### src/hdl/accel_pkg.sv
// Shared definitions; config fields are single bytes, so data memory is limited to 256 words
package accel_pkg;

    // ----------------------------------------------------------------------
    // Widths and sizes
    // ----------------------------------------------------------------------
    localparam int data_width       = 16;
    localparam int addr_width       = 8;
    localparam int instr_addr_width = 6;
    localparam int cfg_width        = 8;
    localparam int num_configs      = 5;
    localparam int cfg_addr_width   = 3;
    localparam int params_depth     = 8;

    // Config byte order as pushed by the host
    localparam int cfg_instr_max  = 0;
    localparam int cfg_in_max     = 1;
    localparam int cfg_in_offset  = 2;
    localparam int cfg_out_max    = 3;
    localparam int cfg_out_offset = 4;

    // ----------------------------------------------------------------------
    // Types
    // ----------------------------------------------------------------------
    typedef enum logic [1:0] {
        op_add,
        op_sub,
        op_xor,
        op_io
    } opcode_t;

    // dst = src_a op src_b, all data memory word addresses
    typedef struct packed {
        opcode_t               opcode;
        logic [addr_width-1:0] dst;
        logic [addr_width-1:0] src_a;
        logic [addr_width-1:0] src_b;
    } instr_t;

    typedef enum logic [1:0] {
        st_idle,
        st_initial_fill,
        st_inner_loop,
        st_io_exchange
    } ctrl_state_t;

    typedef struct packed {
        logic [instr_addr_width-1:0] instr_max;
        logic [addr_width-1:0]       in_max;
        logic [addr_width-1:0]       in_offset;
        logic [addr_width-1:0]       out_max;
        logic [addr_width-1:0]       out_offset;
    } accel_cfg_t;

    typedef struct packed {
        logic                  en;
        logic [addr_width-1:0] addr;
        logic [data_width-1:0] data;
    } core_wr_t;

endpackage

### src/hdl/params_fifo.sv
// Config byte FIFO; pushing while full_n is low or dequeuing while empty_n is low is an error
module params_fifo (
    input  logic                           clk,
    input  logic                           rst_n,
    input  logic                           push,
    input  logic [accel_pkg::cfg_width-1:0] din,
    output logic                           full_n,
    input  logic                           deq,
    output logic [accel_pkg::cfg_width-1:0] dout,
    output logic                           empty_n
);
    import accel_pkg::*;

    logic [cfg_width-1:0]              mem [params_depth];
    logic [$clog2(params_depth)-1:0]   wr_ptr;
    logic [$clog2(params_depth)-1:0]   rd_ptr;
    logic [$clog2(params_depth):0]     count;
    logic                              do_push;
    logic                              do_pop;

    assign full_n  = (count != params_depth);
    assign empty_n = (count != 0);
    assign dout    = mem[rd_ptr];
    assign do_push = push && full_n;
    assign do_pop  = deq && empty_n;

    always_ff @(posedge clk) begin
        if (do_push) begin
            mem[wr_ptr] <= din;
        end
    end

    // Pointers wrap naturally since depth is a power of two
    always_ff @(posedge clk) begin
        if (!rst_n) begin
            wr_ptr <= '0;
            rd_ptr <= '0;
            count  <= '0;
        end else begin
            if (do_push) begin
                wr_ptr <= wr_ptr + 1'b1;
            end
            if (do_pop) begin
                rd_ptr <= rd_ptr + 1'b1;
            end
            if (do_push && !do_pop) begin
                count <= count + 1'b1;
            end else if (do_pop && !do_push) begin
                count <= count - 1'b1;
            end
        end
    end

    a_no_push_full: assert property (@(posedge clk) disable iff (!rst_n) push |-> full_n);
    a_no_deq_empty: assert property (@(posedge clk) disable iff (!rst_n) deq |-> empty_n);

endmodule

### config.mk
export PLATFORM = sky130hd
export DESIGN_NAME = params_fifo
export DESIGN_NICKNAME = d
export VERILOG_FILES = /design/src/hdl/accel_pkg.sv /design/src/hdl/params_fifo.sv
export SDC_FILE = /design/constraint.sdc
export NUM_CORES = 1
export LEC_CHECK = 0
export BUFFER_PORTS_ARGS = -buffer_cell sky130_fd_sc_hd__buf_2
export CORE_MARGIN = 1.5
export CORE_UTILIZATION = 30
export DETAILED_ROUTE_END_ITERATION = 6
export PLACE_DENSITY = 0.47
export SYNTH_ARGS = -nofsm -noshare
export SYNTH_HDL_FRONTEND = slang
export SYNTH_SLANG_ARGS = --single-unit
### constraint.sdc
create_clock -name clk -period 3 [get_ports clk]
set_input_delay 0.6 -clock clk [delete_from_list [all_inputs] [get_ports clk]]
set_output_delay 0.6 -clock clk [all_outputs]
set_load 0.01 [all_outputs]
* Yosys cells after proc, flatten, opt, wreduce, memory -nomap -nowiden *
Memories as Yosys holds them, arrays and structs flattened. A register that Yosys moved wholly into a read port is not among the register bits.
Index checks and enable logic that the tools add are counted.

word-level totals
  memory bits (writable) = 64
  word-level logic and storage cells = 23
  register bits after elaboration = 10
  memories = 1

memories
  memory  depth  width  read ports  clocked after memory_dff  write ports  line               RTL
  mem     8      8      1           1                         1            params_fifo.sv:14  logic [cfg_width-1:0] mem [params_depth];

operators by class
  reductions and logical operators = 8
  muxes and demuxes = 6
  eq/ne operators = 1
  $add $sub $neg = 4

operators by type and width
  kind                                                                count
  4-bit two-way mux                                                   2
  3-bit by 1-bit adder with 3-bit output, second input constant       2
  3-bit two-way mux                                                   2
  4-bit by 1-bit adder with 4-bit output, second input constant       1
  1-bit logical AND                                                   4
  4-bit != test, second input constant                                1
  4-bit nonzero test                                                  1
  4-bit by 1-bit subtractor with 4-bit output, second input constant  1
  1-bit zero test                                                     2
  1-bit two-way mux                                                   2
  2-bit nonzero test                                                  1

* Depth between registers and ports, before layout *
  depth in word-level cells = 6
  gate-level depth with buffers = 11
  depth with buffers taken out = 10

* Worst setup path after synthesis *
Ideal clock, no wire load.

  path kind = register -> register
  from = register count[1]
  to = register count[3]
  library setup time = 0.072 ns
  slack = 0.600 ns
  clock period less this slack = 2.400 ns
  arrival time = 2.329 ns
  cell stages (with the launch flop) = 12
  cells stage by stage = dfxtp_1 > or4b_1 > buf_6 > nand2_4 > inv_1 > ha_1 > inv_1 > ha_1 > a21oi_1 > a211oi_1 > a31oi_1 > mux2i_1

on the way
  word-level cells in the longest chain between the ends = 5
  elaborated cells on any way between the ends = 13
  classes of those cells = 2 x add/sub; 1 x eq/ne; 2 x mux; 8 x reduce/logical

RTL lines
  what                          line               RTL
  from (decl)                   params_fifo.sv:17  logic [$clog2(params_depth):0] count;
  from (signal assigned)        params_fifo.sv:47  count <= count + 1'b1;
  from (signal assigned)        params_fifo.sv:49  count <= count - 1'b1;
  4-bit != test *               params_fifo.sv:21  assign full_n = (count != params_depth);
  named net full_n              params_fifo.sv:7   output logic full_n,
  1-bit logical AND *           params_fifo.sv:24  assign do_push = push && full_n;
  named net do_push             params_fifo.sv:18  logic do_push;
  1-bit zero test               params_fifo.sv:48  end else if (do_pop && !do_push) begin
  1-bit logical AND             params_fifo.sv:48
  2-bit nonzero test (no line)  -

Mark *: on every way through the listed nets, which the timed path passes. The rest lies on a longest branch. The select of a mux whose other input is x is not followed.
A chain may end at the register's enable or synchronous reset.

* Worst setup path after layout *
  from = register count[1]
  to = register count[3]

on the way
  word-level cells in the longest chain between the ends = 5
  elaborated cells on any way between the ends = 13
  classes of those cells = 2 x add/sub; 1 x eq/ne; 2 x mux; 8 x reduce/logical

RTL lines
  what                          line
  4-bit != test *               params_fifo.sv:21
  1-bit logical AND *           params_fifo.sv:24
  named net do_push             params_fifo.sv:18
  1-bit zero test               params_fifo.sv:48
  1-bit logical AND             params_fifo.sv:48
  2-bit nonzero test (no line)  -

Marked as above.

==> impl_metrics.toml <==
[outcome]
outcome = "finished clean"

[synthesis]
synth_cells = 166
synthArstFlopShare_pct = 0
synth_fp_nets = 184
yosys-top-cells-area = "edfxtp_1, mux4_1, dfxtp_1"
synth.distinct_cells = 32
synth_top_area_share_pct = 60.8
yosysSeqAreaShare_pct = 69.1
ys_warn_count = 0
synth-main-ff-cell = "edfxtp_1"
synth.avg_cell_area_um2 = 19.0
yosys_register_bits = 77
synth_edf_count = 64
synth_area_mm2 = 0.00316
yosys.area.top_type = "edfxtp_1"

[worst_setup_path]
path_class = "reg -> reg"
crit_buf_inv = 2
crit_required_ps = 3280
cp-startpoint = "count[1]$_SDFFE_PN0P_"
crit_path_max_fanout = 7
regToRegStartpoint = "count[1]$_SDFFE_PN0P_"
cp_top_family = "simple AND/OR/NAND/NOR gates"
worst-r2r-setup-slack_ps = 400
slowest_stage = "or4b_1"
critPathLaunchType = "flip-flop"
crit_chain = "or4b_1 -> nand2_4 -> inv_1 -> ha_1 -> inv_1 -> ha_1 -> a21oi_1 -> a211oi_1 -> a31oi_1 -> mux2i_1"
end_kind = "flip-flop"
slowest_delay_ps = 670
arrival_ps = 2880

[route]
firstDrtPassIters = 4
drtIter0Drc = 56
wl_per_cell_um = 16.2
dr_wl_met2_um = 2490
routed.top_layer = "met4"
vias = 1512
route.detailed.drc = 0
wl_met3_um = 156
vias_per_cell = 4.43
drt-total-wl_um = 5530
ant_nets = 0
m1WireLength_um = 2790

[grt]
grt_pass1_vias = 1528
grt_pass1_wl_um = 8770
grt.overflow.total = 0
grt_util_all_layers_pct = 10.9
grt_max_degree = 17
antenna_found_initial = 0

[timing]
rsz0062_at_grt = "no"
setup_tns_ps = 0
setup_viol = 0
max_slew_margin_pct = 43.8
postLayoutSetupSlackWorst_ps = 398
maxSlewViolCount = 0
timing_hold_violations_final = 0
finalCritPeriodShare_pct = 86.7
max_freq_ghz = 0.384
whs_ps = 501
min_period_ps = 2600
worst_pin_slew_ps = 837
clock_skew_ps = 10.3

[min_path]
min_from = "count[3]$_SDFFE_PN0P_"
hp-class = "reg -> reg"

[clocking]
cts_buffer_depth = 2
clk_pin_slew_ps = 80
cts_tree = "yes"
clock-root-buffer = "clkbuf_8"
postCtsSetupRepairBufs = 0
cts.sinks = 77
insertion_delay_ps = 340
numCtsBuffers = 9
htree_levels = 3
cts_hold_buf = 0
ctsResizeCount = 0

[finish]
fillers = 992
final_nets = 218
seqCellArea_mm2 = 0.00218
num_antenna_cells = 0
drive_gt1_share_pct = 29.3
multi_input_area_um2 = 913
fin_util_pct = 35.8
area_growth_pct = 16.5

[pwr]
p_leak_nw = 1.26
power.density_mw_per_mm2 = 823
irDropWorstVdd_uv = 392

[floorplan]
dieArea_mm2 = 0.0112
initial_utilization_pct = 30.7
coreArea_mm2 = 0.0103
die_w_um = 106
die_h_um = 106
rows = 37
io-pin-count = 22

[placed_design]
place_hpwl_um = 3400
gp_congestion = 0.704
place_ws_ps = 408
placement.io_buffers = 21

[flow_run]
drv_cap = 0
-- layer usage --
metal	vias up	GRT usage [%]
li1	735	-
met1	748	15.3
met2	22	15.7
met3	7	2.35
met4	0	5.79
met5	-	0
-- registers in the layout (all words and copies together) (netlist names), named ones only --
register,cells
mem,64
count,4
rd_ptr,3
wr_ptr,3
-- area by class of cell --
type,count,share of cell area [%]
inverter,2,0.204
multi-input combinational,79,24.8
tap,136,4.62
clock buffer,9,3.37
timing repair buffer,31,4.90
clock inverter,7,2.79
sequential,77,59.3
-- path summary, 6_finish.rpt --
check / to / cells after the start
worst max-delay path: count[3]$_SDFFE_PN0P_ / 10
worst min-delay path: count[3]$_SDFFE_PN0P_ / 2
worst max register to register: count[3]$_SDFFE_PN0P_ / 10
worst min register to register: count[3]$_SDFFE_PN0P_ / 2
-- report_power, final --
group	leakage [nW]	switching [mW]	total, mW	internal (mW)
logic	0.459	0.390	0.813	0.423
clock network	0.117	0.403	0.885	0.482
registers	0.687	0.0666	1.33	1.27
-- cells in the mapped netlist, types with 4 or more instances --
cell type   n
nand3_1     5
nand2_1     5
mux2_2      8
and2_1      7
edfxtp_1   64
mux4_1     16
nor2_1      4
nor3_1      4
dfxtp_1    13
xnor2_1     6
ha_1        5
-- worst reg2reg max path, stage by stage (launching register included) --
cell,delay [ps]
dfxtp_1,360
or4b_1,670
nand2_4,170
inv_1,60
ha_1,200
inv_1,130
ha_1,290
a21oi_1,200
a211oi_1,90
a31oi_1,180
mux2i_1,180
-- stage by stage --
step / instances / power [mW] / cell area [um^2]
6_report: 341 / 3.03 / 3680
5_1_grt: 341 / 3.21 / 3680
4_1_cts: 341 / 3.08 / 3680
3_5_place_dp: 325 / 2.19 / 3450
3_3_place_gp: 325 / 2.19 / 3450
2_1_floorplan: 166 / 1.99 / 3160
-- placed cells by master, fill, tap and decap left out, drive strengths merged, types with 6 or more instances in the layout --
cell	synthesis	routed
mux2	8	8
and2	7	7
clkbuf	3	9
nand2	7	7
inv	2	6
xnor2	6	6
mux4	16	16
edfxtp	64	64
buf	5	31
nand3	6	6
dfxtp	13	13
-- cells by family (layout without fill, tap and decap cells) --
logic type	after synthesis	count (layout)	synth area share [%]
AOI/OAI and AO/OA	6	6	1.23
and+or+nand+nor	35	35	6.42
muxes	26	26	16.8
adders and majority gates	6	6	2.61
buffers and inverters	10	49	2.22
xor gates and xnor gates	6	6	1.66
DFF	77	77	69.1
Power figures use the tool's default switching activity.
