$ cat src/hdl/accel_pkg.sv
// Shared definitions; config fields are single bytes, so data memory is limited to 256 words
package accel_pkg;

    // ----------------------------------------------------------------------
    // Widths and sizes
    // ----------------------------------------------------------------------
    localparam int data_width       = 16;
    localparam int addr_width       = 8;
    localparam int instr_addr_width = 6;
    localparam int cfg_width        = 8;
    localparam int num_configs      = 5;
    localparam int cfg_addr_width   = 3;
    localparam int params_depth     = 8;

    // Config byte order as pushed by the host
    localparam int cfg_instr_max  = 0;
    localparam int cfg_in_max     = 1;
    localparam int cfg_in_offset  = 2;
    localparam int cfg_out_max    = 3;
    localparam int cfg_out_offset = 4;

    // ----------------------------------------------------------------------
    // Types
    // ----------------------------------------------------------------------
    typedef enum logic [1:0] {
        op_add,
        op_sub,
        op_xor,
        op_io
    } opcode_t;

    // dst = src_a op src_b, all data memory word addresses
    typedef struct packed {
        opcode_t               opcode;
        logic [addr_width-1:0] dst;
        logic [addr_width-1:0] src_a;
        logic [addr_width-1:0] src_b;
    } instr_t;

    typedef enum logic [1:0] {
        st_idle,
        st_initial_fill,
        st_inner_loop,
        st_io_exchange
    } ctrl_state_t;

    typedef struct packed {
        logic [instr_addr_width-1:0] instr_max;
        logic [addr_width-1:0]       in_max;
        logic [addr_width-1:0]       in_offset;
        logic [addr_width-1:0]       out_max;
        logic [addr_width-1:0]       out_offset;
    } accel_cfg_t;

    typedef struct packed {
        logic                  en;
        logic [addr_width-1:0] addr;
        logic [data_width-1:0] data;
    } core_wr_t;

endpackage

$ cat src/hdl/vector_core.sv
// Memory-to-memory core, one instruction per enabled cycle; no result forwarding is needed
module vector_core (
    input  logic                                  clk,
    input  logic                                  rst_n,
    input  logic                                  core_en,
    input  logic [accel_pkg::instr_addr_width-1:0] cfg_instr_max,
    input  logic                                  instr_we,
    input  logic [accel_pkg::instr_addr_width-1:0] instr_wadr,
    input  accel_pkg::instr_t                     instr_data,
    output logic [accel_pkg::addr_width-1:0]       rd_a_addr,
    output logic [accel_pkg::addr_width-1:0]       rd_b_addr,
    input  logic [accel_pkg::data_width-1:0]       rd_a_data,
    input  logic [accel_pkg::data_width-1:0]       rd_b_data,
    output accel_pkg::core_wr_t                   wr,
    output logic                                  io_req
);
    import accel_pkg::*;

    // ----------------------------------------------------------------------
    // Instruction store and fetch
    // ----------------------------------------------------------------------
    instr_t                      imem [2**instr_addr_width];
    instr_t                      cur;
    logic [instr_addr_width-1:0] pc;
    logic [instr_addr_width-1:0] pc_next;
    // Set by op_io, held until the controller has dropped core_en
    logic                        stall;
    logic                        exec;
    logic [data_width-1:0]       result;

    always_ff @(posedge clk) begin
        if (instr_we) begin
            imem[instr_wadr] <= instr_data;
        end
    end

    assign cur     = imem[pc];
    assign exec    = core_en && !stall;
    assign pc_next = (pc == cfg_instr_max) ? '0 : pc + 1'b1;

    // ----------------------------------------------------------------------
    // Operand read and ALU
    // ----------------------------------------------------------------------
    assign rd_a_addr = cur.src_a;
    assign rd_b_addr = cur.src_b;

    always_comb begin
        case (cur.opcode)
            op_add:  result = rd_a_data + rd_b_data;
            op_sub:  result = rd_a_data - rd_b_data;
            op_xor:  result = rd_a_data ^ rd_b_data;
            default: result = rd_a_data;
        endcase
    end

    // Result lands in data memory on the same edge that moves the pc
    assign wr.en   = exec && (cur.opcode != op_io);
    assign wr.addr = cur.dst;
    assign wr.data = result;

    // ----------------------------------------------------------------------
    // Sequencing
    // ----------------------------------------------------------------------
    always_ff @(posedge clk) begin
        if (!rst_n) begin
            pc     <= '0;
            stall  <= 1'b0;
            io_req <= 1'b0;
        end else begin
            io_req <= exec && (cur.opcode == op_io);
            if (exec) begin
                pc <= pc_next;
            end
            // pc waits on the instruction after op_io until re-enabled
            if (exec && (cur.opcode == op_io)) begin
                stall <= 1'b1;
            end else if (!core_en) begin
                stall <= 1'b0;
            end
        end
    end

    a_pc_in_range: assert property (@(posedge clk) disable iff (!rst_n)
        core_en |-> (pc <= cfg_instr_max));

endmodule

$ cat config.mk
export PLATFORM = sky130hd
export DESIGN_NAME = vector_core
export DESIGN_NICKNAME = d
export VERILOG_FILES = /design/src/hdl/accel_pkg.sv /design/src/hdl/vector_core.sv
export SDC_FILE = /design/constraint.sdc
export NUM_CORES = 1
export LEC_CHECK = 0
export BUFFER_PORTS_ARGS = -buffer_cell sky130_fd_sc_hd__buf_2
export CAP_MARGIN = 20
export CORE_MARGIN = 1
export CORE_UTILIZATION = 51
export CTS_BUF_LIST = sky130_fd_sc_hd__clkbuf_8
export CTS_CLUSTER_DIAMETER = 60
export CTS_CLUSTER_SIZE = 8
export DETAILED_ROUTE_END_ITERATION = 16
export MAX_ROUTING_LAYER = met4
export PLACE_DENSITY = 0.65
export SLEW_MARGIN = 20
export SYNTH_ARGS = -nofsm -noshare
export SYNTH_HDL_FRONTEND = slang
export SYNTH_SLANG_ARGS = --single-unit
export TNS_END_PERCENT = 50
$ cat constraint.sdc
create_clock -name clk -period 7.1 [get_ports clk]
set_input_delay 1.42 -clock clk [delete_from_list [all_inputs] [get_ports clk]]
set_output_delay 1.42 -clock clk [all_outputs]
set_load 0.02 [all_outputs]
# Yosys cells after proc, flatten, opt, wreduce, memory -nomap -nowiden
# Memories as Yosys holds them, arrays and structs flattened. A register that Yosys moved wholly into a read port is not among the register bits.
# Index checks and enable logic that the tools add are counted.
[word_totals] regBits=8 mem_bits_rw=1664 inputBits=74 output_inout_bits=42 elab_cells=27 memories=1
[classes] n_addsub=3 n_eq_ne=6 n_mux=8 n_bitwise=1 n_reduce_logical=5
[memory_table] name="imem" words=64 word_bits=26 read_ports=1 rd_clocked_by_memory_dff=1 write_ports=1 line_no="vector_core.sv:22" text="instr_t imem [2**instr_addr_width];"
[op_table] cell="one-hot mux 16 bit (3 select lines)" n=1
[op_table] cell="two-way mux 6 bit" n=3
[op_table] cell="adder 16 bit" n=1
[op_table] cell="subtractor 16 bit" n=1
[op_table] cell="bitwise XOR 16 bit" n=1
[op_table] cell="adder 6 x 1 -> 6 bit (second input constant)" n=1
[op_table] cell="equality test 6 bit" n=1
[op_table] cell="equality test 2 bit (second input constant)" n=2
[op_table] cell="two-way mux 1 bit" n=4
[op_table] cell="logical AND 1 bit" n=3
[op_table] cell="equality test 2 x 1 -> 1 bit (second input constant)" n=1
[op_table] cell="logical NOT 2 bit" n=1
[op_table] cell="!= test 2 x 1 -> 1 bit (second input constant)" n=1
[op_table] cell="!= test 2 bit (second input constant)" n=1
[op_table] cell="logical NOT 1 bit" n=1

# Longest topological paths before layout
[logic_depth] depth_word=4 depth_mapped=22 ltp_nobuf=19

# Worst setup path after synthesis
# Ideal clock, no wire load.
[synth_path] path_type="register to output" startpoint="register (tool-made name)" endpoint="output port wr[15] (netlist bit)" arrival_ps=5077 required_time_ps=5680 path_slack_ps=603 path_stages_with_launch=20 n_path_buf=3 cell_sequence="dfxtp_1 > buf_4 > buf_2 > mux4_2 > a22o_1 > a221oi_1 > o211ai_1 > or2_1 > buf_2 > a21oi_1 > ha_1 > nor2b_1 > o31a_1 > o41ai_1 > a21oi_1 > a41oi_1 > o21ai_0 > a2111oi_0 > nor3b_2 > xnor2_1"
[synth_lines] element="end, declared" line_no="vector_core.sv:14" text="output accel_pkg::core_wr_t wr,"

==> impl_summary.md <==
Status
The run finished with clean final reports.

Layout
The most common cell after layout, fill and taps aside is sky130_fd_sc_hd__edfxtp_1. The fill cell instance count of the final layout is roughly 8900. The number of nets at the end of the flow is roughly 3100. The library cells used most frequently in the layout, excluding fill and tap cells, are 1664 x sky130_fd_sc_hd__edfxtp_1, 537 x sky130_fd_sc_hd__mux4_2, 233 x sky130_fd_sc_hd__clkbuf_8.

From synthesis to final layout, the design area changed by 11.43%. Once layout is complete, the cells apart from fillers number approximately 4700. The fraction of final layout cells sized beyond drive strength 1 is roughly 36%.

STA
The total count of max-transition violations in the final report is 0. The worst path in the final design needs a cycle of 7.095 ns, including I/O delays and setup. The highest achievable clock rate is 140.9 MHz. Setup repair after global routing could not meet its margin everywhere. Across the routed clock network, the largest skew measured is about 0.019 ns. The transition time at the pin with the least slew margin is approximately 1.1 ns. Setup violations remaining at the end of the flow were counted as 0. The final-layout setup total negative slack is 0 ns.

On the final layout, the worst hold slack is between 0.5 and 0.6 ns. The number of hold-slack violations in the final timing report is 0. The final critical path takes up 99.93% of the cycle. The worst slew slack as a fraction of its limit is about 24%.

Clock tree
The tree is rooted in a sky130_fd_sc_hd__clkbuf_8. The maximum root-to-sink buffer count is 3. At the later pin of the worst-skew pair, clock insertion delay measures about 0.9 ns. The H-tree was split into 4 levels.

The number of buffers created by CTS is about 230. The clock tree from TritonCTS is done. The clock sink total is approximately 1700. The clock-pin slew reported for the worst setup and hold paths after clock tree synthesis is 0.07 ns. Buffers inserted to repair hold after CTS numbered 0.

Worst setup path
The endpoint of the lowest-slack register-to-register path is stall$_SDFFE_PN0P_. The element type at the critical path start is a register. The worst reg-to-reg setup slack is 4.14 ns. The worst register-to-register path has a depth of 9.

The critical path goes through buf_12 -> mux4_2 -> mux4_2 -> a22o_4 -> a311oi_4 -> or2_4 -> buf_6 -> nor2_1 -> a21oi_2 -> ha_1 -> nor2b_4 -> o31a_1 -> o41ai_4 -> a21oi_2 -> a41oi_2 -> buf_4 -> o21ai_4 -> a211oi_2 -> nor3b_4 -> xnor2_1 -> buf_4. The largest single stage delay on the critical path is between 0.5 and 0.6 ns. The library cell contributing the largest single delay on the critical path is sky130_fd_sc_hd__mux4_2.

The critical-path maximum fanout is 5. The critical path class is reg -> out. The worst setup path is captured at an output pin. The critical path required time is around 5.7 ns. The worst path arrival time is about 5.7 ns.

Place
Routability-driven placement finished with a final weighted congestion of 0.8292. The HPWL after detailed placement is 86520 um. The port buffer count is 115. The number of placed instances, taps included, is 4416.

Die
The row count is 130. The count of boundary I/O pins is 116. The core footprint is around 130000 um^2. The starting density of the core is between 50 and 60%.

The floorplan step set the die height to 358.9 um. The die area is approximately 130000 um^2. The die extent in x is approximately 360 um.

Logic synthesis
Counting flops with a built-in enable in the synthesized netlist gives ~1700. When the netlist entered floorplanning its net count stood at 2790. The gate count after technology mapping is ~2700.

The most common flop cell mapped by yosys is sky130_fd_sc_hd__edfxtp_1. The number of warnings reported in the yosys synthesis log is 0. Of all flip-flops after synthesis, the portion carrying an async set or reset was 0%. The sequential share of the synthesized area is a little under 80%.

The count of different cell masters after synthesis is 52. Synthesis inferred between 1500 and 2000 register bits. In this run the cell area of the synthesized design comes to roughly 65000 um^2. In this run the biggest area consumer among cell types represents around three quarters of the synthesized area. The per-instance average area after synthesis is between 20 and 25 um^2. Ranked by total cell area, the synthesized netlist is headed by sky130_fd_sc_hd__edfxtp_1 77%, sky130_fd_sc_hd__mux4_2 19%, sky130_fd_sc_hd__nor2_1 0.55%.

The cell type with the largest total area after synthesis is sky130_fd_sc_hd__edfxtp_1.

Global routing
The via count of the first global-routing pass is between 30000 and 40000. The largest net degree at the start of global routing is 160. The global route total overflow is 0. The first global-routing pass estimated around 230000 um of wire. The total track usage is 25.62%. The number of antenna violations at the first check in global routing came to 19.

Power
The worst-case IR drop observed on VDD is approximately 0.17 mV. The power density of the placed cells is around 260 nW/um^2. In this run the static leakage power is approximately 22 nW. After layout, the design draws a total of between 15 and 20 mW.

Route
The average wire length per cell after detail routing is 33.23 um. Dividing the detail-routed via count by the number of cells gives 6.417. The count of unresolved DRC violations after routing is 0.

The via count is about 30000. The number of antenna-violating nets in the routed design is 0. The number of detailed-routing iterations run before antenna repair is 5. The DRC violation total after the first TritonRoute iteration is between 3000 and 4000. After detailed routing, the total wire length is about 160000 um.

Min path
The start point of the worst min-delay path is stall$_SDFFE_PN0P_. The terminating pin of the worst hold path is stall$_SDFFE_PN0P_. The cell depth of the worst min-delay path is 1.

The kind of path behind the tightest hold check is reg -> reg.

Flow run
The tool flagged a number of max-cap violations equal to 0.
-- cells in the mapped netlist (10+ instances only) --
library cell,number
sky130_fd_sc_hd__a21oi_1,24
sky130_fd_sc_hd__a22oi_1,13
sky130_fd_sc_hd__buf_1,55
sky130_fd_sc_hd__clkbuf_1,70
sky130_fd_sc_hd__dfxtp_1,14
sky130_fd_sc_hd__edfxtp_1,1664
sky130_fd_sc_hd__ha_1,17
sky130_fd_sc_hd__inv_1,10
sky130_fd_sc_hd__mux4_2,537
sky130_fd_sc_hd__nand2_1,42
sky130_fd_sc_hd__nand3_1,10
sky130_fd_sc_hd__nor2_1,96
sky130_fd_sc_hd__nor2b_1,11
sky130_fd_sc_hd__o21ai_0,12
sky130_fd_sc_hd__xnor2_1,13
sky130_fd_sc_hd__xor2_1,36
-- per-layer routing --
layer | vias up | global-route usage, % | wire length [um]
li1 | 12180 | - | -
met1 | 16610 | 34.96 | 62410
met2 | 1402 | 39.71 | 77570
met3 | 205 | 5.349 | 13930
met4 | 0 | 6.934 | 3514
met5 | - | - | 0
-- registers in the layout, indices dropped and copies added, names as in the netlist, named ones only --
signal / count
io_req: 1
imem: 1664
stall: 1
pc: 6
-- final cells by class --
| class | count | area (um^2) | area share (%) |
|---|---|---|---|
| sequential | 1678 | 50270 | 69.45 |
| multi-input combinational | 875 | 14790 | 20.44 |
| clock buffer | 233 | 3207 | 4.431 |
| tap | 1650 | 2064 | 2.852 |
| timing repair buffer | 226 | 1689 | 2.334 |
| clock inverter | 52 | 290.3 | 0.4010 |
| inverter | 10 | 37.54 | 0.05186 |
| antenna | 13 | 32.53 | 0.04494 |
-- stage by stage --
step / setup WS (ns) / util, % / area [um^2]
4_1_cts: -0.02910 / 57.21 / 72110
2_1_floorplan: 0.6028 / - / 64960
3_5_place_dp: 0.1577 / 54.18 / 68300
6_report: 0.004877 / 57.42 / 72380
3_3_place_gp: 0.2763 / 54.15 / 68260
5_1_grt: -0.1806 / 57.42 / 72380
-- critical path, delay by kind of cell (launching register included) --
family	cells	cell delay (ns)
AO/OA/AOI/OAI	9	1.79
XOR/XNOR	1	0.14
adder cells (fa/ha/maj)	1	0.26
buffers and inverters	4	0.55
flip-flops	1	0.38
multiplexers	2	1.01
AND/OR/NAND/NOR	4	0.64
-- power by group --
group | internal, mW | leakage, nW | total, mW | switching, mW
registers | 11.0 | 15.1 | 11.0 | 0.0257
logic | 0.804 | 4.90 | 1.76 | 0.952
clock network | 2.94 | 1.92 | 6.26 | 3.32
-- worst max path at each step --
stage	endpoint	cells after the start	slack, ns	from
3_5_place_dp	wr[15]	20	0.16	register
6_report	wr[15]	21	0.005	register
4_1_cts	wr[15]	21	-0.03	register
3_3_place_gp	wr[15]	20	0.28	register
5_1_grt	wr[15]	21	-0.18	register
2_1_floorplan	wr[15]	19	0.60	register
-- logic make-up after synthesis --
group                    Yosys count  share of synthesized area, %
AO/OA/AOI/OAI                     78                        0.8052
adder cells (fa/ha/maj)           18                        0.3583
multiplexers                     539                         18.65
flip-flops                      1678                         77.36
XOR/XNOR                          49                        0.6607
AND/OR/NAND/NOR                  191                         1.304
buffers and inverters            145                        0.8649
-- what timing repair did --
action,CTS,global route
resized for setup,28,15
endpoints found under the setup margin,9,6
setup buffers,12,5
gates cloned,2,0
pin swaps,14,5
Power figures use the tool's default switching activity.
