File: config.mk
export PLATFORM = sky130hd
export DESIGN_NAME = accel_controller
export DESIGN_NICKNAME = d
export VERILOG_FILES = /design/src/hdl/accel_pkg.sv /design/src/hdl/accel_controller.sv
export SDC_FILE = /design/constraint.sdc
export NUM_CORES = 1
export LEC_CHECK = 0
export ABC_AREA = 1
export BUFFER_PORTS_ARGS = -buffer_cell sky130_fd_sc_hd__buf_2
export CORE_ASPECT_RATIO = 0.6
export CORE_MARGIN = 5
export CORE_UTILIZATION = 61
export CTS_CLUSTER_SIZE = 28
export DETAILED_ROUTE_END_ITERATION = 10
export GPL_ROUTABILITY_DRIVEN = 0
export GPL_TIMING_DRIVEN = 0
export PLACE_DENSITY = 0.86
export SETUP_SLACK_MARGIN = 0.02
export SYNTH_ARGS = -nofsm -noshare
export SYNTH_HDL_FRONTEND = slang
export SYNTH_SLANG_ARGS = --single-unit
File: constraint.sdc
create_clock -name clk -period 7.8 [get_ports clk]
set_clock_uncertainty 0.2 [all_clocks]
set_input_delay 1.56 -clock clk [delete_from_list [all_inputs] [get_ports clk]]
set_output_delay 1.56 -clock clk [all_outputs]
set_load 0.02 [all_outputs]
File: src/hdl/accel_pkg.sv
// Shared definitions; config fields are single bytes, so data memory is limited to 256 words
package accel_pkg;

    // ----------------------------------------------------------------------
    // Widths and sizes
    // ----------------------------------------------------------------------
    localparam int data_width       = 16;
    localparam int addr_width       = 8;
    localparam int instr_addr_width = 6;
    localparam int cfg_width        = 8;
    localparam int num_configs      = 5;
    localparam int cfg_addr_width   = 3;
    localparam int params_depth     = 8;

    // Config byte order as pushed by the host
    localparam int cfg_instr_max  = 0;
    localparam int cfg_in_max     = 1;
    localparam int cfg_in_offset  = 2;
    localparam int cfg_out_max    = 3;
    localparam int cfg_out_offset = 4;

    // ----------------------------------------------------------------------
    // Types
    // ----------------------------------------------------------------------
    typedef enum logic [1:0] {
        op_add,
        op_sub,
        op_xor,
        op_io
    } opcode_t;

    // dst = src_a op src_b, all data memory word addresses
    typedef struct packed {
        opcode_t               opcode;
        logic [addr_width-1:0] dst;
        logic [addr_width-1:0] src_a;
        logic [addr_width-1:0] src_b;
    } instr_t;

    typedef enum logic [1:0] {
        st_idle,
        st_initial_fill,
        st_inner_loop,
        st_io_exchange
    } ctrl_state_t;

    typedef struct packed {
        logic [instr_addr_width-1:0] instr_max;
        logic [addr_width-1:0]       in_max;
        logic [addr_width-1:0]       in_offset;
        logic [addr_width-1:0]       out_max;
        logic [addr_width-1:0]       out_offset;
    } accel_cfg_t;

    typedef struct packed {
        logic                  en;
        logic [addr_width-1:0] addr;
        logic [data_width-1:0] data;
    } core_wr_t;

endpackage

File: src/hdl/accel_controller.sv
// Run sequencer; expects exactly five config bytes and a program whose first halt is op_io
module accel_controller (
    input  logic                                  clk,
    input  logic                                  rst_n,
    input  logic [accel_pkg::cfg_width-1:0]        params_dout,
    input  logic                                  params_empty_n,
    output logic                                  params_deq,
    input  logic                                  instr_wen,
    output logic                                  instr_full_n,
    output logic                                  instr_we,
    output logic [accel_pkg::instr_addr_width-1:0] instr_wadr,
    input  logic                                  in_wen,
    output logic                                  in_full_n,
    output logic [accel_pkg::addr_width-1:0]       in_wadr,
    input  logic                                  out_ren,
    output logic                                  out_empty_n,
    output logic [accel_pkg::addr_width-1:0]       out_radr,
    input  logic                                  io_req,
    output logic                                  core_en,
    output accel_pkg::accel_cfg_t                 cfg
);
    import accel_pkg::*;

    // ----------------------------------------------------------------------
    // Config bytes and decode
    // ----------------------------------------------------------------------
    logic [cfg_width-1:0]      cfg_r [num_configs];
    logic [cfg_addr_width-1:0] cfg_idx;

    assign cfg.instr_max  = cfg_r[cfg_instr_max][instr_addr_width-1:0];
    assign cfg.in_max     = cfg_r[cfg_in_max];
    assign cfg.in_offset  = cfg_r[cfg_in_offset];
    assign cfg.out_max    = cfg_r[cfg_out_max];
    assign cfg.out_offset = cfg_r[cfg_out_offset];

    // ----------------------------------------------------------------------
    // State and address counters
    // ----------------------------------------------------------------------
    ctrl_state_t                 state;
    // One extra bit so each counter can pass its limit without wrapping
    logic [instr_addr_width:0]   instr_cnt;
    logic [addr_width:0]         in_cnt;
    logic [addr_width:0]         out_cnt;
    logic [addr_width:0]         in_end;
    logic [addr_width:0]         out_end;
    logic                        in_done;
    logic                        out_done;

    assign in_end   = {1'b0, cfg.in_offset} + {1'b0, cfg.in_max};
    assign out_end  = {1'b0, cfg.out_offset} + {1'b0, cfg.out_max};
    assign in_done  = (in_cnt > in_end);
    assign out_done = (out_cnt > out_end);

    assign params_deq   = params_empty_n && (state == st_idle);
    assign instr_full_n = (state == st_initial_fill) && (instr_cnt <= {1'b0, cfg.instr_max});
    assign instr_we     = instr_wen && instr_full_n;
    assign in_full_n    = (state == st_io_exchange) && !in_done;
    assign out_empty_n  = (state == st_io_exchange) && !out_done;

    assign instr_wadr = instr_cnt[instr_addr_width-1:0];
    assign in_wadr    = in_cnt[addr_width-1:0];
    assign out_radr   = out_cnt[addr_width-1:0];

    always_ff @(posedge clk) begin
        if (params_deq) begin
            cfg_r[cfg_idx] <= params_dout;
        end
    end

    always_ff @(posedge clk) begin
        if (!rst_n) begin
            state     <= st_idle;
            cfg_idx   <= '0;
            instr_cnt <= '0;
            in_cnt    <= '0;
            out_cnt   <= '0;
            core_en   <= 1'b0;
        end else begin
            case (state)
                st_idle: begin
                    if (params_empty_n) begin
                        cfg_idx <= cfg_idx + 1'b1;
                        if (cfg_idx == num_configs - 1) begin
                            state <= st_initial_fill;
                        end
                    end
                end
                st_initial_fill: begin
                    if (instr_we) begin
                        instr_cnt <= instr_cnt + 1'b1;
                    end
                    // Store full, start the core one cycle after the last write
                    if (!instr_full_n) begin
                        state   <= st_inner_loop;
                        core_en <= 1'b1;
                    end
                end
                st_inner_loop: begin
                    if (io_req) begin
                        core_en <= 1'b0;
                        in_cnt  <= {1'b0, cfg.in_offset};
                        out_cnt <= {1'b0, cfg.out_offset};
                        state   <= st_io_exchange;
                    end
                end
                st_io_exchange: begin
                    if (in_wen && in_full_n) begin
                        in_cnt <= in_cnt + 1'b1;
                    end
                    if (out_ren && out_empty_n) begin
                        out_cnt <= out_cnt + 1'b1;
                    end
                    if (in_done && out_done) begin
                        core_en <= 1'b1;
                        state   <= st_inner_loop;
                    end
                end
                default: state <= st_idle;
            endcase
        end
    end

    // The core may only run in the compute phase
    a_en_in_loop: assert property (@(posedge clk) disable iff (!rst_n)
        core_en |-> (state == st_inner_loop));

    // io_req comes from a running core
    a_req_while_en: assert property (@(posedge clk) disable iff (!rst_n)
        io_req |-> core_en);

endmodule

== Yosys cells after proc, flatten, opt, wreduce, memory -nomap -nowiden ==
Memory sizes are Yosys's and may differ from the RTL's.
Cells that the tools add are included.
Widths: inputs -> output; s select.
Word-level totals
  flip-flop bits (word level): 31
  RAM bits: 40
  input bits: 15
  logic and storage cells: 64
  memories kept: 1
Memories
  cfg_r: depth 5, width 8, rd ports 5, clocked after memory_dff 0, wr ports 1, RTL line accel_controller.sv:27  | logic [cfg_width-1:0] cfg_r [num_configs];
Operators by class
  $add $sub $neg: 6
  $lt $le $gt $ge: 3
  eq/ne operators: 11
  multiplexer cells: 18
  reductions and logical operators: 19
Operator list (number)
  $mux 9: 4
  $pmux 9 s2: 2
  $add 8x8->9: 2
  $add 9x1->9 const B: 2
  $gt 9x9->1: 2
  $mux 2: 5
  $logic_and 1x1->1: 8
  $ne 2x1->1 const B: 4
  $pmux 2 s4: 1
  $add 7x1->7 const B: 1
  $le 7x6->1: 1
  $ne 2x2->1 const B: 3
  $reduce_and 3->1: 2
  $mux 1: 5
  $reduce_and 5->1: 1
  $eq 2x2->1 const B: 2
  $reduce_and 2->1: 2
  $reduce_and 4->1: 1
  $add 3x1->3 const B: 1
  $eq 3x3->1 const B: 1
  $pmux 1 s3: 1
  $reduce_bool 3->1: 1
  $eq 2x1->1 const B: 1
  $logic_not 1->1: 2
  2 further kinds: 2

== Logic depth before layout (Yosys ltp) ==
Gate-level depths: netlist of the first run.
  depth after elaboration: 7
  gate-level depth with buffers: 22

== Least setup slack after synthesis of the first run ==
Ideal clock, no wire load.
  path type: flip-flop to output port
  from: mem cfg_r[4][0]
  to: out out_empty_n
  data arrival time: 2.706 ns
  required time: 6.040 ns
  path slack: 3.334 ns
  cell stages (with the launch flop): 18
  buffers on the path: 0
  path through: edfxtp_1 ha_1 inv_1 fa_1 o21ai_0 a21oi_1 o21bai_1 nand2_1 nand2_1 a21oi_1 ha_1 nand2_2 inv_1 a21oi_2 nand3_1 nand2_1 nand2_1 inv_1
RTL lines
  from (decl): RTL line accel_controller.sv:27
  to (decl): RTL line accel_controller.sv:16  | output logic out_empty_n,

==> qor.csv, run 1 <==
stage;metric;value;unit
final_layout;final net count;705;
floorplanning;row cnt;24;
routing;Antenna Nets Post-Route;0;
final_layout;synth-to-layout area growth;19.08;%
synthesis;Post-Synthesis Cells;553;
timing;RSZ-0062 raised after global routing;false;
placed_design;port bufs;79;
setup_path;Setup crit end kind;primary output;
synthesis;Synth Flop Type;edfxtp_1;
synthesis;Yosys top cell area share;25.33;%
synthesis;Synth area leader;edfxtp_1;
setup_path;kind of start point of the critical path;flop;
setup_path;crit path kind;flop to primary output;
synthesis;Mapped Nets;615;
routing;DR WL/cell;15.58;um
timing;FMAX;0.1908;GHz
global_routing;GRT overflow;0;
power_and_ir_drop;Peak VDD IR;0.1556;mV
global_routing;initial antenna violation count;0;
power_and_ir_drop;Comb power frac;32.0;%
synthesis;top post-synthesis cells by area;edfxtp_1 25%, dfxtp_1 14%, ha_1 13%;
floorplanning;io pins;81;
timing;Max Slew Vio Count;0;
final_layout;Finished Layout Cells;752;
floorplanning;Die X;120.9;um
cts;worst-skew pair later-pin latency;340;ps
setup_path;WP data required;6040;ps
global_routing;Tot GR Track Use;26.18;%
synthesis;Avg Inst Size Synth;8.145;um^2
timing;Final period util;67.21;%
cts;CTS Sinks;69;
cts;post-cts resize count;0;
routing;vias per cell;5.332;
routing;drt first pass iters;5;
timing;worst slew pin tran;1068;ps
timing;final setup fails;0;
global_routing;vias in the first global route;3891;
cts;TritonCTS Buffers;9;
power_and_ir_drop;Sw Pwr;499.6;uW
power_and_ir_drop;clock network fraction of total power;32.4;%
routing;DR vias;4010;
placed_design;dpl cells;736;
cts;cell chosen for the clock root;clkbuf_16;
synthesis;#FFs+latches synth;69;
synthesis;post-synthesis cell type count;43;
power_and_ir_drop;P_leak;0.002732;uW
routing;1st-iter DRT viols;361;
synthesis;Yosys warnings;0;
setup_path;crit-path max FO;3;
power_and_ir_drop;Pint;925.7;uW
synthesis;asr flop ratio synth;0;%
timing;fin crit period;5242;ps
cts;H-Tree Depth;3;
floorplanning;die height;76.56;um
final_layout;Antenna diodes;0;
power_and_ir_drop;part of the power in registers;35.6;%
final_layout;layout cells sized above 1;21.91;%
floorplanning;initial core utilization;62.24;%
placed_design;Post-DP HPWL;9042;um
cts;CTS tree;built;
cts;clock-pin slew on the worst setup and hold paths;60;ps
power_and_ir_drop;PD cells;265.7;nW/um^2
synthesis;Syn Std Cell Area;4504;um^2
floorplanning;CORE AREA;7237;um^2
global_routing;first-pass GRT wire length;19020;um
power_and_ir_drop;Total Power;1425;uW
setup_path;Worst Path Arrival;3480;ps
cts;Post-CTS Setup Bufs;0;
cts;CTS Hold Bufs;0;
floorplanning;Die ar.;9259;um^2
run;Max-Cap Viols;0;
min_path;worst hold-check path type;flop to flop;
cts;clock tree buffer depth;2;
routing;final wirelength;11720;um
timing;Relative slew margins;28.28;%
timing;Hold Fails Final Rpt;0;
synthesis;Seq/Total Area, Yosys;39.11;%
status;outcome;finished, final reports clean;
global_routing;largest net degree at the start of global routing;13;
power_and_ir_drop;sw frac;35.05;%
timing;TNS Setup;0;ps
synthesis;number of synthesized flops with an enable pin;38;
routing;DRC;0;
## state kept, by name, indices dropped and copies added (netlist names)
register,count
instr_cnt,7
state,2
core_en,1
in_cnt,9
cfg_idx,3
cfg_r,38
out_cnt,9
## cell families after synthesis
group | Yosys count | share of synthesized area, %
flops | 69 | 39.11
xor+xnor | 20 | 3.889
buf+inv | 101 | 10.58
fa+ha+maj | 47 | 13.39
mux | 3 | 0.6667
simple gates | 257 | 25.33
compound gates | 56 | 7.027
## metal layers
metal	up-vias	routed length (um)	global-route usage, %
li1	1957	-	-
met4	0	243	8.145
met3	29	1278	7.641
met5	-	0	0
met2	206	5073	40.66
met1	1818	5124	35.23
## synth_stat cells (3+ instances only)
library cell	count
nand2_1	118
nor2_1	78
inv_1	69
ha_1	45
edfxtp_1	38
dfxtp_1	31
a21oi_1	29
nand3_1	28
buf_4	22
o21ai_0	13
xor2_1	12
xnor2_1	8
nand2_2	7
nand4_1	7
buf_2	4
nand3b_1	4
mux2i_1	3
## final timing paths
path,startpoint,endpoint,slack (ps),cells after the start
setup / recovery,cfg_r[4][0],out_empty_n,2560,18
hold / removal,instr_cnt[6],instr_cnt[6],290,2
setup reg to reg,cfg_r[4][0],out_cnt[3],4070,21
hold reg to reg,instr_cnt[6],instr_cnt[6],290,2
## cell type report
| cell class | count | area, um^2 |
|---|---|---|
| Buffer | 30 | 207.7 |
| Clock inverter | 5 | 101.3 |
| Tap cell | 104 | 130.1 |
| Sequential cell | 69 | 1762 |
| Timing Repair Buffer | 79 | 395.4 |
| Clock buffer | 11 | 232.7 |
| Inverter | 71 | 269.0 |
| Multi-Input combinational cell | 383 | 2266 |
| Fill cell | 499 | 1873 |
## worst max-delay path: stages (launching register included)
cell and delay [ps]:
edfxtp_1 440, ha_1 220, inv_1 70, fa_1 400, o21ai_0 320, a21oi_1 130, o21bai_1 220, nand2_1 70
nand2_1 60, a21oi_1 70, ha_1 310, nand2_2 110, inv_1 60, a21oi_2 150, nand3_1 90, nand2_1 110
nand2_1 80, inv_1 50, buf_2 150
## through the flow
| step | util (%) | area, um^2 | hold WS (ps) | worst slack [ps] |
|---|---|---|---|---|
| 4_1_cts | 74.12 | 5364 | 288.3 | 2618 |
| 5_1_grt | 74.12 | 5364 | 316.6 | 2294 |
| 6_report | 74.12 | 5364 | 288.5 | 2558 |
| 3_5_place_dp | 69.50 | 5030 | 280.0 | 3002 |
| 2_1_floorplan | - | 4504 | 258.5 | 3334 |
| 3_3_place_gp | 69.50 | 5030 | 270.8 | 3121 |
## cells in the final DEF, fill, tap and decap left out, types with 2 or more instances in the layout
cell	netlist	routed
o211ai_1	2	2
nor2_1	78	78
nand3b_1	4	4
nand2_4	2	2
bufinv_16	0	3
nand2_1	118	118
inv_1	69	69
ha_1	45	45
nand2_2	7	7
nor2_4	2	2
buf_4	22	22
a21o_1	2	2
a21oi_1	29	29
xnor2_1	8	8
clkbuf_16	0	9
edfxtp_1	38	38
dfxtp_1	31	31
buf_2	4	83
clkbuf_1	2	4
nand4_1	7	7
nor2_2	2	2
nand3_1	28	28
o31ai_1	2	2
o21bai_1	2	2
o21ai_0	13	13
fa_1	2	2
xor2_1	12	12
nor3b_2	2	2
a21oi_2	2	2
mux2i_1	3	3
## power groups by stage
stage	combinational, uW	clock (uW)	sequential, uW
6_report	456	462	507
5_1_grt	507	484	513
4_1_cts	454	463	504
3_5_place_dp	449	0	511
3_3_place_gp	420	0	508
2_1_floorplan	314	0	514
Note: power is estimated with default switching activity, not from simulation.
==> run 2, diff against run 1 <==
--- a/config.mk
+++ b/config.mk
@@ -9,12 +9,12 @@
 export BUFFER_PORTS_ARGS = -buffer_cell sky130_fd_sc_hd__buf_2
 export CORE_ASPECT_RATIO = 0.6
 export CORE_MARGIN = 5
-export CORE_UTILIZATION = 61
+export CORE_UTILIZATION = 51
 export CTS_CLUSTER_SIZE = 28
 export DETAILED_ROUTE_END_ITERATION = 10
 export GPL_ROUTABILITY_DRIVEN = 0
 export GPL_TIMING_DRIVEN = 0
-export PLACE_DENSITY = 0.86
+export PLACE_DENSITY = 0.77
 export SETUP_SLACK_MARGIN = 0.02
 export SYNTH_ARGS = -nofsm -noshare
 export SYNTH_HDL_FRONTEND = slang
==> constraint.sdc (replaced) <==
create_clock -name clk -period 4.7 [get_ports clk]
set_clock_uncertainty 0.2 [all_clocks]
set_input_delay 0.94 -clock clk [delete_from_list [all_inputs] [get_ports clk]]
set_output_delay 0.94 -clock clk [all_outputs]
set_load 0.02 [all_outputs]
==> run 2 against run 1 <==
Compared with the run above: critical endpoint unchanged; setup slack worse by 2300 ps; highest routed layer unchanged; total power is 59% higher; flip-flop and latch count is the same; clock power rose by 46%; non-clock buffer count is the same; critical path depth stayed put; die area is 17% higher; register-to-register slack got worse by 2900 ps.
==> qor.csv, run 2 (same netlist as run 1, synthesis figures left out) <==
stage;metric;value;unit;change
status;outcome;finished, final reports clean;;unchanged
routing;1st-iter DRT viols;286;;was 361
timing;Hold Fails Final Rpt;0;;unchanged
timing;fin crit period;4456;ps;
global_routing;first-pass GRT wire length;18050;um;was 19020 um
final_layout;layout cells sized above 1;22.38;%;was 21.91%
final_layout;final net count;705;;unchanged
timing;Final period util;94.81;%;
final_layout;commonest non-fill, non-tap cell in the layout;nand2_1;;unchanged
floorplanning;Die X;131.3;um;was 120.9 um
setup_path;Setup crit end kind;primary output;;unchanged
cts;worst-skew pair later-pin latency;340;ps;about the same
setup_path;R2R depth;21;;unchanged
global_routing;vias in the first global route;3722;;was 3891
run;Max-Cap Viols;0;;unchanged
routing;Antenna Nets Post-Route;0;;unchanged
final_layout;Antenna diodes;0;;unchanged
setup_path;FF-to-FF setup slack;1160;ps;was 4070 ps
final_layout;top flop regs;cfg_r x38, in_cnt x9, out_cnt x9;;unchanged
routing;final wirelength;11410;um;was 11720 um
global_routing;initial antenna violation count;0;;unchanged
final_layout;most frequent cells in the layout;118 x nand2_1, 83 x buf_2, 78 x nor2_1, 69 x inv_1, 45 x ha_1;;unchanged
min_path;Worst Hold Depth;2;;unchanged
cts;H-Tree Depth;3;;unchanged
floorplanning;Die ar.;10870;um^2;was 9259 um^2
cts;TritonCTS Buffers;9;;unchanged
floorplanning;initial core utilization;52.65;%;was 62.24%
final_layout;synth-to-layout area growth;18.53;%;was 19.08%
global_routing;largest net degree at the start of global routing;14;;was 13
placed_design;pre-CTS setup slack;523.6;ps;was 3002 ps
cts;CTS Hold Bufs;0;;unchanged
power_and_ir_drop;PD cells;423.7;nW/um^2;was 265.7 nW/um^2
routing;vias per cell;5.164;;was 5.332
cts;CTS Sinks;69;;unchanged
cts;cell chosen for the clock root;clkbuf_16;;unchanged
setup_path;crit-path max FO;5;;was 3
timing;FMAX;0.2244;GHz;
cts;clock tree buffer depth;2;;unchanged
final_layout;max FFs per register;38;;unchanged
setup_path;WP data required;3560;ps;was 6040 ps
routing;drt first pass iters;5;;unchanged
setup_path;crit path kind;flop to primary output;;unchanged
cts;clock-pin slew on the worst setup and hold paths;60;ps;about the same
setup_path;kind of start point of the critical path;flop;;unchanged
floorplanning;die height;82.80;um;was 76.56 um
floorplanning;CORE AREA;8556;um^2;was 7237 um^2
floorplanning;io pins;81;;unchanged
timing;TNS Setup;0;ps;unchanged
placed_design;port bufs;79;;unchanged
routing;DRC;0;;unchanged
global_routing;Tot GR Track Use;21.03;%;was 26.18%
routing;DR vias;3925;;was 4010
final_layout;Biggest register;cfg_r;;unchanged
power_and_ir_drop;Peak VDD IR;0.2057;mV;was 0.1556 mV
placed_design;Post-DP HPWL;9090;um;was 9042 um
setup_path;Worst Path Arrival;3320;ps;was 3480 ps
timing;final setup fails;0;;unchanged
routing;DR WL/cell;15.02;um;was 15.58 um
timing;worst slew pin tran;1046;ps;was 1068 ps
timing;Relative slew margins;29.70;%;was 28.28%
timing;Fin Hold WS;287.2;ps;was 288.5 ps
cts;CTS tree;built;;unchanged
timing;RSZ-0062 raised after global routing;true;;was false
timing;Max Slew Vio Count;0;;unchanged
timing;final setup margin;243.7;ps;was 2558 ps
min_path;worst hold-check path type;flop to flop;;unchanged
power_and_ir_drop;P_leak;0.002720;uW;was 0.002732 uW
floorplanning;row cnt;26;;was 24
global_routing;GRT overflow;0;;unchanged
-- run 2: cell types whose count changed in the layout (fill, tap and decap cells not counted) --
cell       before  now
bufinv_16       3    1
clkbuf_1        4    2
clkinv_1        1    0
clkinv_2        0    2
clkinv_4        0    2
inv_6           0    1
o21ai_0        13   11
o21ai_1         1    3
-- run 2: final timing paths --
kind / end / startpoint
max reg2reg: out_cnt[7] / cfg_r[4][0]
min reg2reg: cfg_idx[0] / cfg_idx[0]
max: out_empty_n / cfg_r[4][0]
min: cfg_idx[0] / cfg_idx[0]
-- run 2: area by class of cell --
| type | count | area, um^2 |
|---|---|---|
| Tap cell | 112 | 140.1 |
| Inverter | 71 | 269.0 |
| Multi-Input combinational cell | 383 | 2266 |
| Buffer | 30 | 207.7 |
| Timing Repair Buffer | 79 | 395.4 |
| Fill cell | 723 | 3217 |
| Clock inverter | 7 | 73.82 |
| Sequential cell | 69 | 1762 |
| Clock buffer | 9 | 225.2 |
-- run 2: worst max-delay path: stages (launching register included) --
cell and delay, ps:
edfxtp_1 430, ha_1 200, inv_1 60, fa_1 400
o21ai_1 220, a21oi_1 100, o21bai_1 200, nand2_1 80
nand2_1 80, a21oi_1 70, ha_1 310, nand2_2 90
nor2_4 170, nand3b_2 100, nand3_1 90, nand2_1 90
nand2_1 100, inv_1 40, buf_2 150
-- run 2: stage by stage --
step	std cells	area (um^2)	util [%]	total power [uW]
final	760	5339	62.40	2262
after floorplan	553	4504	-	1374
after detailed placement	744	5040	58.91	1589
after CTS	760	5339	62.40	2265
after global routing	760	5339	62.40	2400
after global placement	744	5040	58.91	1549
-- run 2: metal layers --
metal	track usage [%]	part of all wire [%]	wire [um]	vias to the layer above
met5	0	0	0	-
met4	6.571	1.7	191	0
met3	4.639	7.5	851	19
met2	33.96	43	4932	140
met1	28.66	48	5437	1811
li1	-	-	-	1955
-- run 2: repair_timing --
| action | in CTS | in global routing |
|---|---|---|
| setup endpoints to repair | 0 | 2 |
| gates resized for setup | 0 | 2 |
| setup buffers | 0 | 0 |
-- run 2: power by group --
| part | internal [uW] | switching [uW] |
|---|---|---|
| sequential | 731 | 112 |
| combinational | 287 | 457 |
| clock | 412 | 264 |
| total | 1430 | 833 |
==> run 3, diff against run 2 <==
--- a/config.mk
+++ b/config.mk
@@ -9,12 +9,12 @@
 export BUFFER_PORTS_ARGS = -buffer_cell sky130_fd_sc_hd__buf_2
 export CORE_ASPECT_RATIO = 0.6
 export CORE_MARGIN = 5
-export CORE_UTILIZATION = 51
+export CORE_UTILIZATION = 28
 export CTS_CLUSTER_SIZE = 28
 export DETAILED_ROUTE_END_ITERATION = 10
 export GPL_ROUTABILITY_DRIVEN = 0
 export GPL_TIMING_DRIVEN = 0
-export PLACE_DENSITY = 0.77
+export REMOVE_ABC_BUFFERS = 1
 export SETUP_SLACK_MARGIN = 0.02
 export SYNTH_ARGS = -nofsm -noshare
 export SYNTH_HDL_FRONTEND = slang
==> run 3 against run 2 <==
Compared with the run above: first-iteration DRC count down 27%; die area rose by 73%; via count is 6.8% lower; design area is 0.63% lower; non-clock buffer count fell by 28; largest power group unchanged.
==> qor.csv, run 3 (same netlist as run 1, synthesis figures left out) <==
stage;metric;value;unit;change
status;outcome;finished, final reports clean;;unchanged
cts;H-Tree Depth;3;;unchanged
routing;vias per cell;4.447;;was 5.164
floorplanning;row cnt;35;;was 26
final_layout;area of the multi-input gates;2266;um^2;unchanged
global_routing;first-pass GRT wire length;18910;um;was 18050 um
floorplanning;io pins;81;;unchanged
cts;Post-CTS Setup Bufs;0;;unchanged
cts;clock tree buffer depth;2;;unchanged
timing;RSZ-0062 raised after global routing;false;;was true
routing;DR vias;3660;;was 3925
floorplanning;Die ar.;18810;um^2;was 10870 um^2
cts;clock-pin slew on the worst setup and hold paths;60;ps;about the same
min_path;Worst Hold Depth;2;;unchanged
routing;Antenna Nets Post-Route;0;;unchanged
timing;worst slew pin tran;895.0;ps;was 1046 ps
final_layout;most frequent cells in the layout;118 x nand2_1, 80 x buf_2, 78 x nor2_1, 69 x inv_1, 45 x ha_1;;was 118 x nand2_1, 83 x buf_2, 78 x nor2_1, 69 x inv_1, 45 x ha_1
setup_path;Setup crit end kind;primary output;;unchanged
placed_design;dpl cells;806;;was 744
final_layout;Biggest register;cfg_r;;unchanged
floorplanning;initial core utilization;28.97;%;was 52.65%
timing;fin crit period;4394;ps;was 4456 ps
placed_design;Post-DP HPWL;9198;um;was 9090 um
timing;final setup margin;305.7;ps;was 243.7 ps
timing;FMAX;0.2276;GHz;was 0.2244 GHz
placed_design;pre-CTS setup slack;530.3;ps;was 523.6 ps
setup_path;WP data required;3560;ps;about the same
routing;DRC;0;;unchanged
final_layout;top flop regs;cfg_r x38, in_cnt x9, out_cnt x9;;unchanged
setup_path;CP bufs+invs;3;;unchanged
global_routing;vias in the first global route;3497;;was 3722
min_path;worst hold-check path type;flop to flop;;unchanged
power_and_ir_drop;Total Power;2321;uW;was 2262 uW
final_layout;synth-to-layout area growth;17.78;%;was 18.53%
power_and_ir_drop;Peak VDD IR;0.1623;mV;was 0.2057 mV
timing;Max Slew Vio Count;0;;unchanged
setup_path;kind of start point of the critical path;flop;;unchanged
final_layout;Finished Layout Cells;823;;was 760
floorplanning;CORE AREA;15550;um^2;was 8556 um^2
timing;Final period util;93.50;%;was 94.81%
setup_path;delay-heaviest family, CP;adder cells;;unchanged
timing;TNS Setup;0;ps;unchanged
setup_path;FF-to-FF setup slack;1080;ps;was 1160 ps
run;Max-Cap Viols;0;;unchanged
final_layout;FF/Latch Area;1762;um^2;unchanged
routing;drt first pass iters;5;;unchanged
power_and_ir_drop;P_leak;0.002608;uW;was 0.002720 uW
routing;final wirelength;11690;um;was 11410 um
global_routing;GRT overflow;0;;unchanged
final_layout;Antenna diodes;0;;unchanged
cts;CTS Sinks;69;;unchanged
setup_path;Worst Path Arrival;3250;ps;was 3320 ps
setup_path;CP dominant cell by count;nand2_1;;unchanged
floorplanning;Die X;173.7;um;was 131.3 um
cts;CTS Hold Bufs;0;;unchanged
timing;Hold Fails Final Rpt;0;;unchanged
setup_path;crit-path max FO;3;;was 5
power_and_ir_drop;PD cells;437.5;nW/um^2;was 423.7 nW/um^2
timing;Relative slew margins;40.12;%;was 29.70%
final_layout;layout cells sized above 1;19.35;%;was 22.38%
setup_path;R2R depth;20;;was 21
cts;TritonCTS Buffers;9;;unchanged
cts;CTS tree;built;;unchanged
setup_path;Slowest Stage Delay on Critical Path;420;ps;was 430 ps
min_path;Worst Hold Path EP;core_en;;was cfg_idx[0]
placed_design;port bufs;80;;was 79
setup_path;crit path kind;flop to primary output;;unchanged
final_layout;commonest non-fill, non-tap cell in the layout;nand2_1;;unchanged
routing;DR WL/cell;14.20;um;was 15.02 um
cts;cell chosen for the clock root;clkbuf_16;;unchanged
setup_path;Slowest cell on crit path;edfxtp_1;;unchanged
final_layout;Fill cells;1631;;was 723
final_layout;max FFs per register;38;;unchanged
global_routing;Tot GR Track Use;12.99;%;was 21.03%
setup_path;Reg-to-Reg End;in_cnt[0];;was out_cnt[7]
setup_path;critical path cell sequence;ha_1 > inv_1 > fa_1 > o21ai_1 > a21oi_1 > o21bai_1 > nand2_1 > nand2_1 > a21oi_1 > ha_1 > a21o_1 > nor2_1 > nand3_1 > nand2_1 > nand2_1 > inv_1 > buf_2;;was ha_1 > inv_1 > fa_1 > o21ai_1 > a21oi_1 > o21bai_1 > nand2_1 > nand2_1 > a21oi_1 > ha_1 > nand2_2 > nor2_4 > nand3b_2 > nand3_1 > nand2_1 > nand2_1 > inv_1 > buf_2
floorplanning;die height;108.2;um;was 82.80 um
routing;1st-iter DRT viols;210;;was 286
global_routing;largest net degree at the start of global routing;28;;was 14
global_routing;initial antenna violation count;0;;unchanged
cts;worst-skew pair later-pin latency;340;ps;about the same
setup_path;R2R Path Start;cfg_r[2][0];;was cfg_r[4][0]
final_layout;final net count;677;;was 705
timing;final setup fails;0;;unchanged
min_path;hold path startpoint;core_en;;was cfg_idx[0]
timing;Fin Hold WS;271.2;ps;was 287.2 ps
-- run 3: cell types whose count changed in the layout (fill, tap and decap cells not counted), sizes merged --
cell and delta:
buf -27, clkbuf -1, clkinv -1, clkinvlp -1
bufinv +2
-- run 3: report_power, final --
part           internal, uW  total, uW  switching, uW  leakage (uW)
combinational           240        686            447       0.00184
clock                   521        800            279      0.000170
sequential              730        835            105      0.000598
total                  1490       2320            830       0.00261
-- run 3: worst max-delay path by stage --
stage                      startpoint     endpoint  slack, ps  cells after the start
after floorplan           cfg_r[4][0]  out_empty_n        840                     17
after global placement    cfg_r[2][0]    in_full_n        550                     17
after detailed placement  cfg_r[2][0]    in_full_n        530                     17
after CTS                 cfg_r[2][0]    in_full_n        150                     17
after global routing      cfg_r[2][0]    in_full_n         30                     18
final                     cfg_r[2][0]    in_full_n        310                     17
-- run 3: layout make-up --
type,count,share of cell area [%]
multi-input combinational,383,42.71
sequential,69,33.21
timing repair buffer,81,7.689
inverter,71,5.071
tap,203,4.788
clock buffer,9,4.245
clock inverter,7,2.288
-- run 3: stage by stage --
stage          area, um^2  utilization (%)
2_1_floorplan        4297                -
3_3_place_gp         4951            31.85
3_5_place_dp         4951            31.85
4_1_cts              5298            34.08
5_1_grt              5305            34.12
6_report             5305            34.12
-- run 3: worst reg2reg max path: cells and delay by family, from the launching register on --
kind / cells / cell delay (ps)
compound gates: 5 / 740
fa+ha+maj: 3 / 900
buf+inv: 2 / 260
flops: 1 / 420
simple gates: 10 / 1050
-- run 3: repair_timing --
item | 4_1_cts | 5_1_grt
endpoints found under the setup margin | 0 | 2
endpoints found under the hold margin | 0 | 0
gates resized for setup | 0 | 2
-- run 3: per-layer routing --
layer / part of all wire [%] / up-vias / track usage [%]
met3: 9.2 / 9 / 4.752
met5: 0 / - / 0
met2: 37 / 123 / 17.56
li1: - / 1904 / -
met1: 53 / 1624 / 19.31
met4: 0.85 / 0 / 3.219
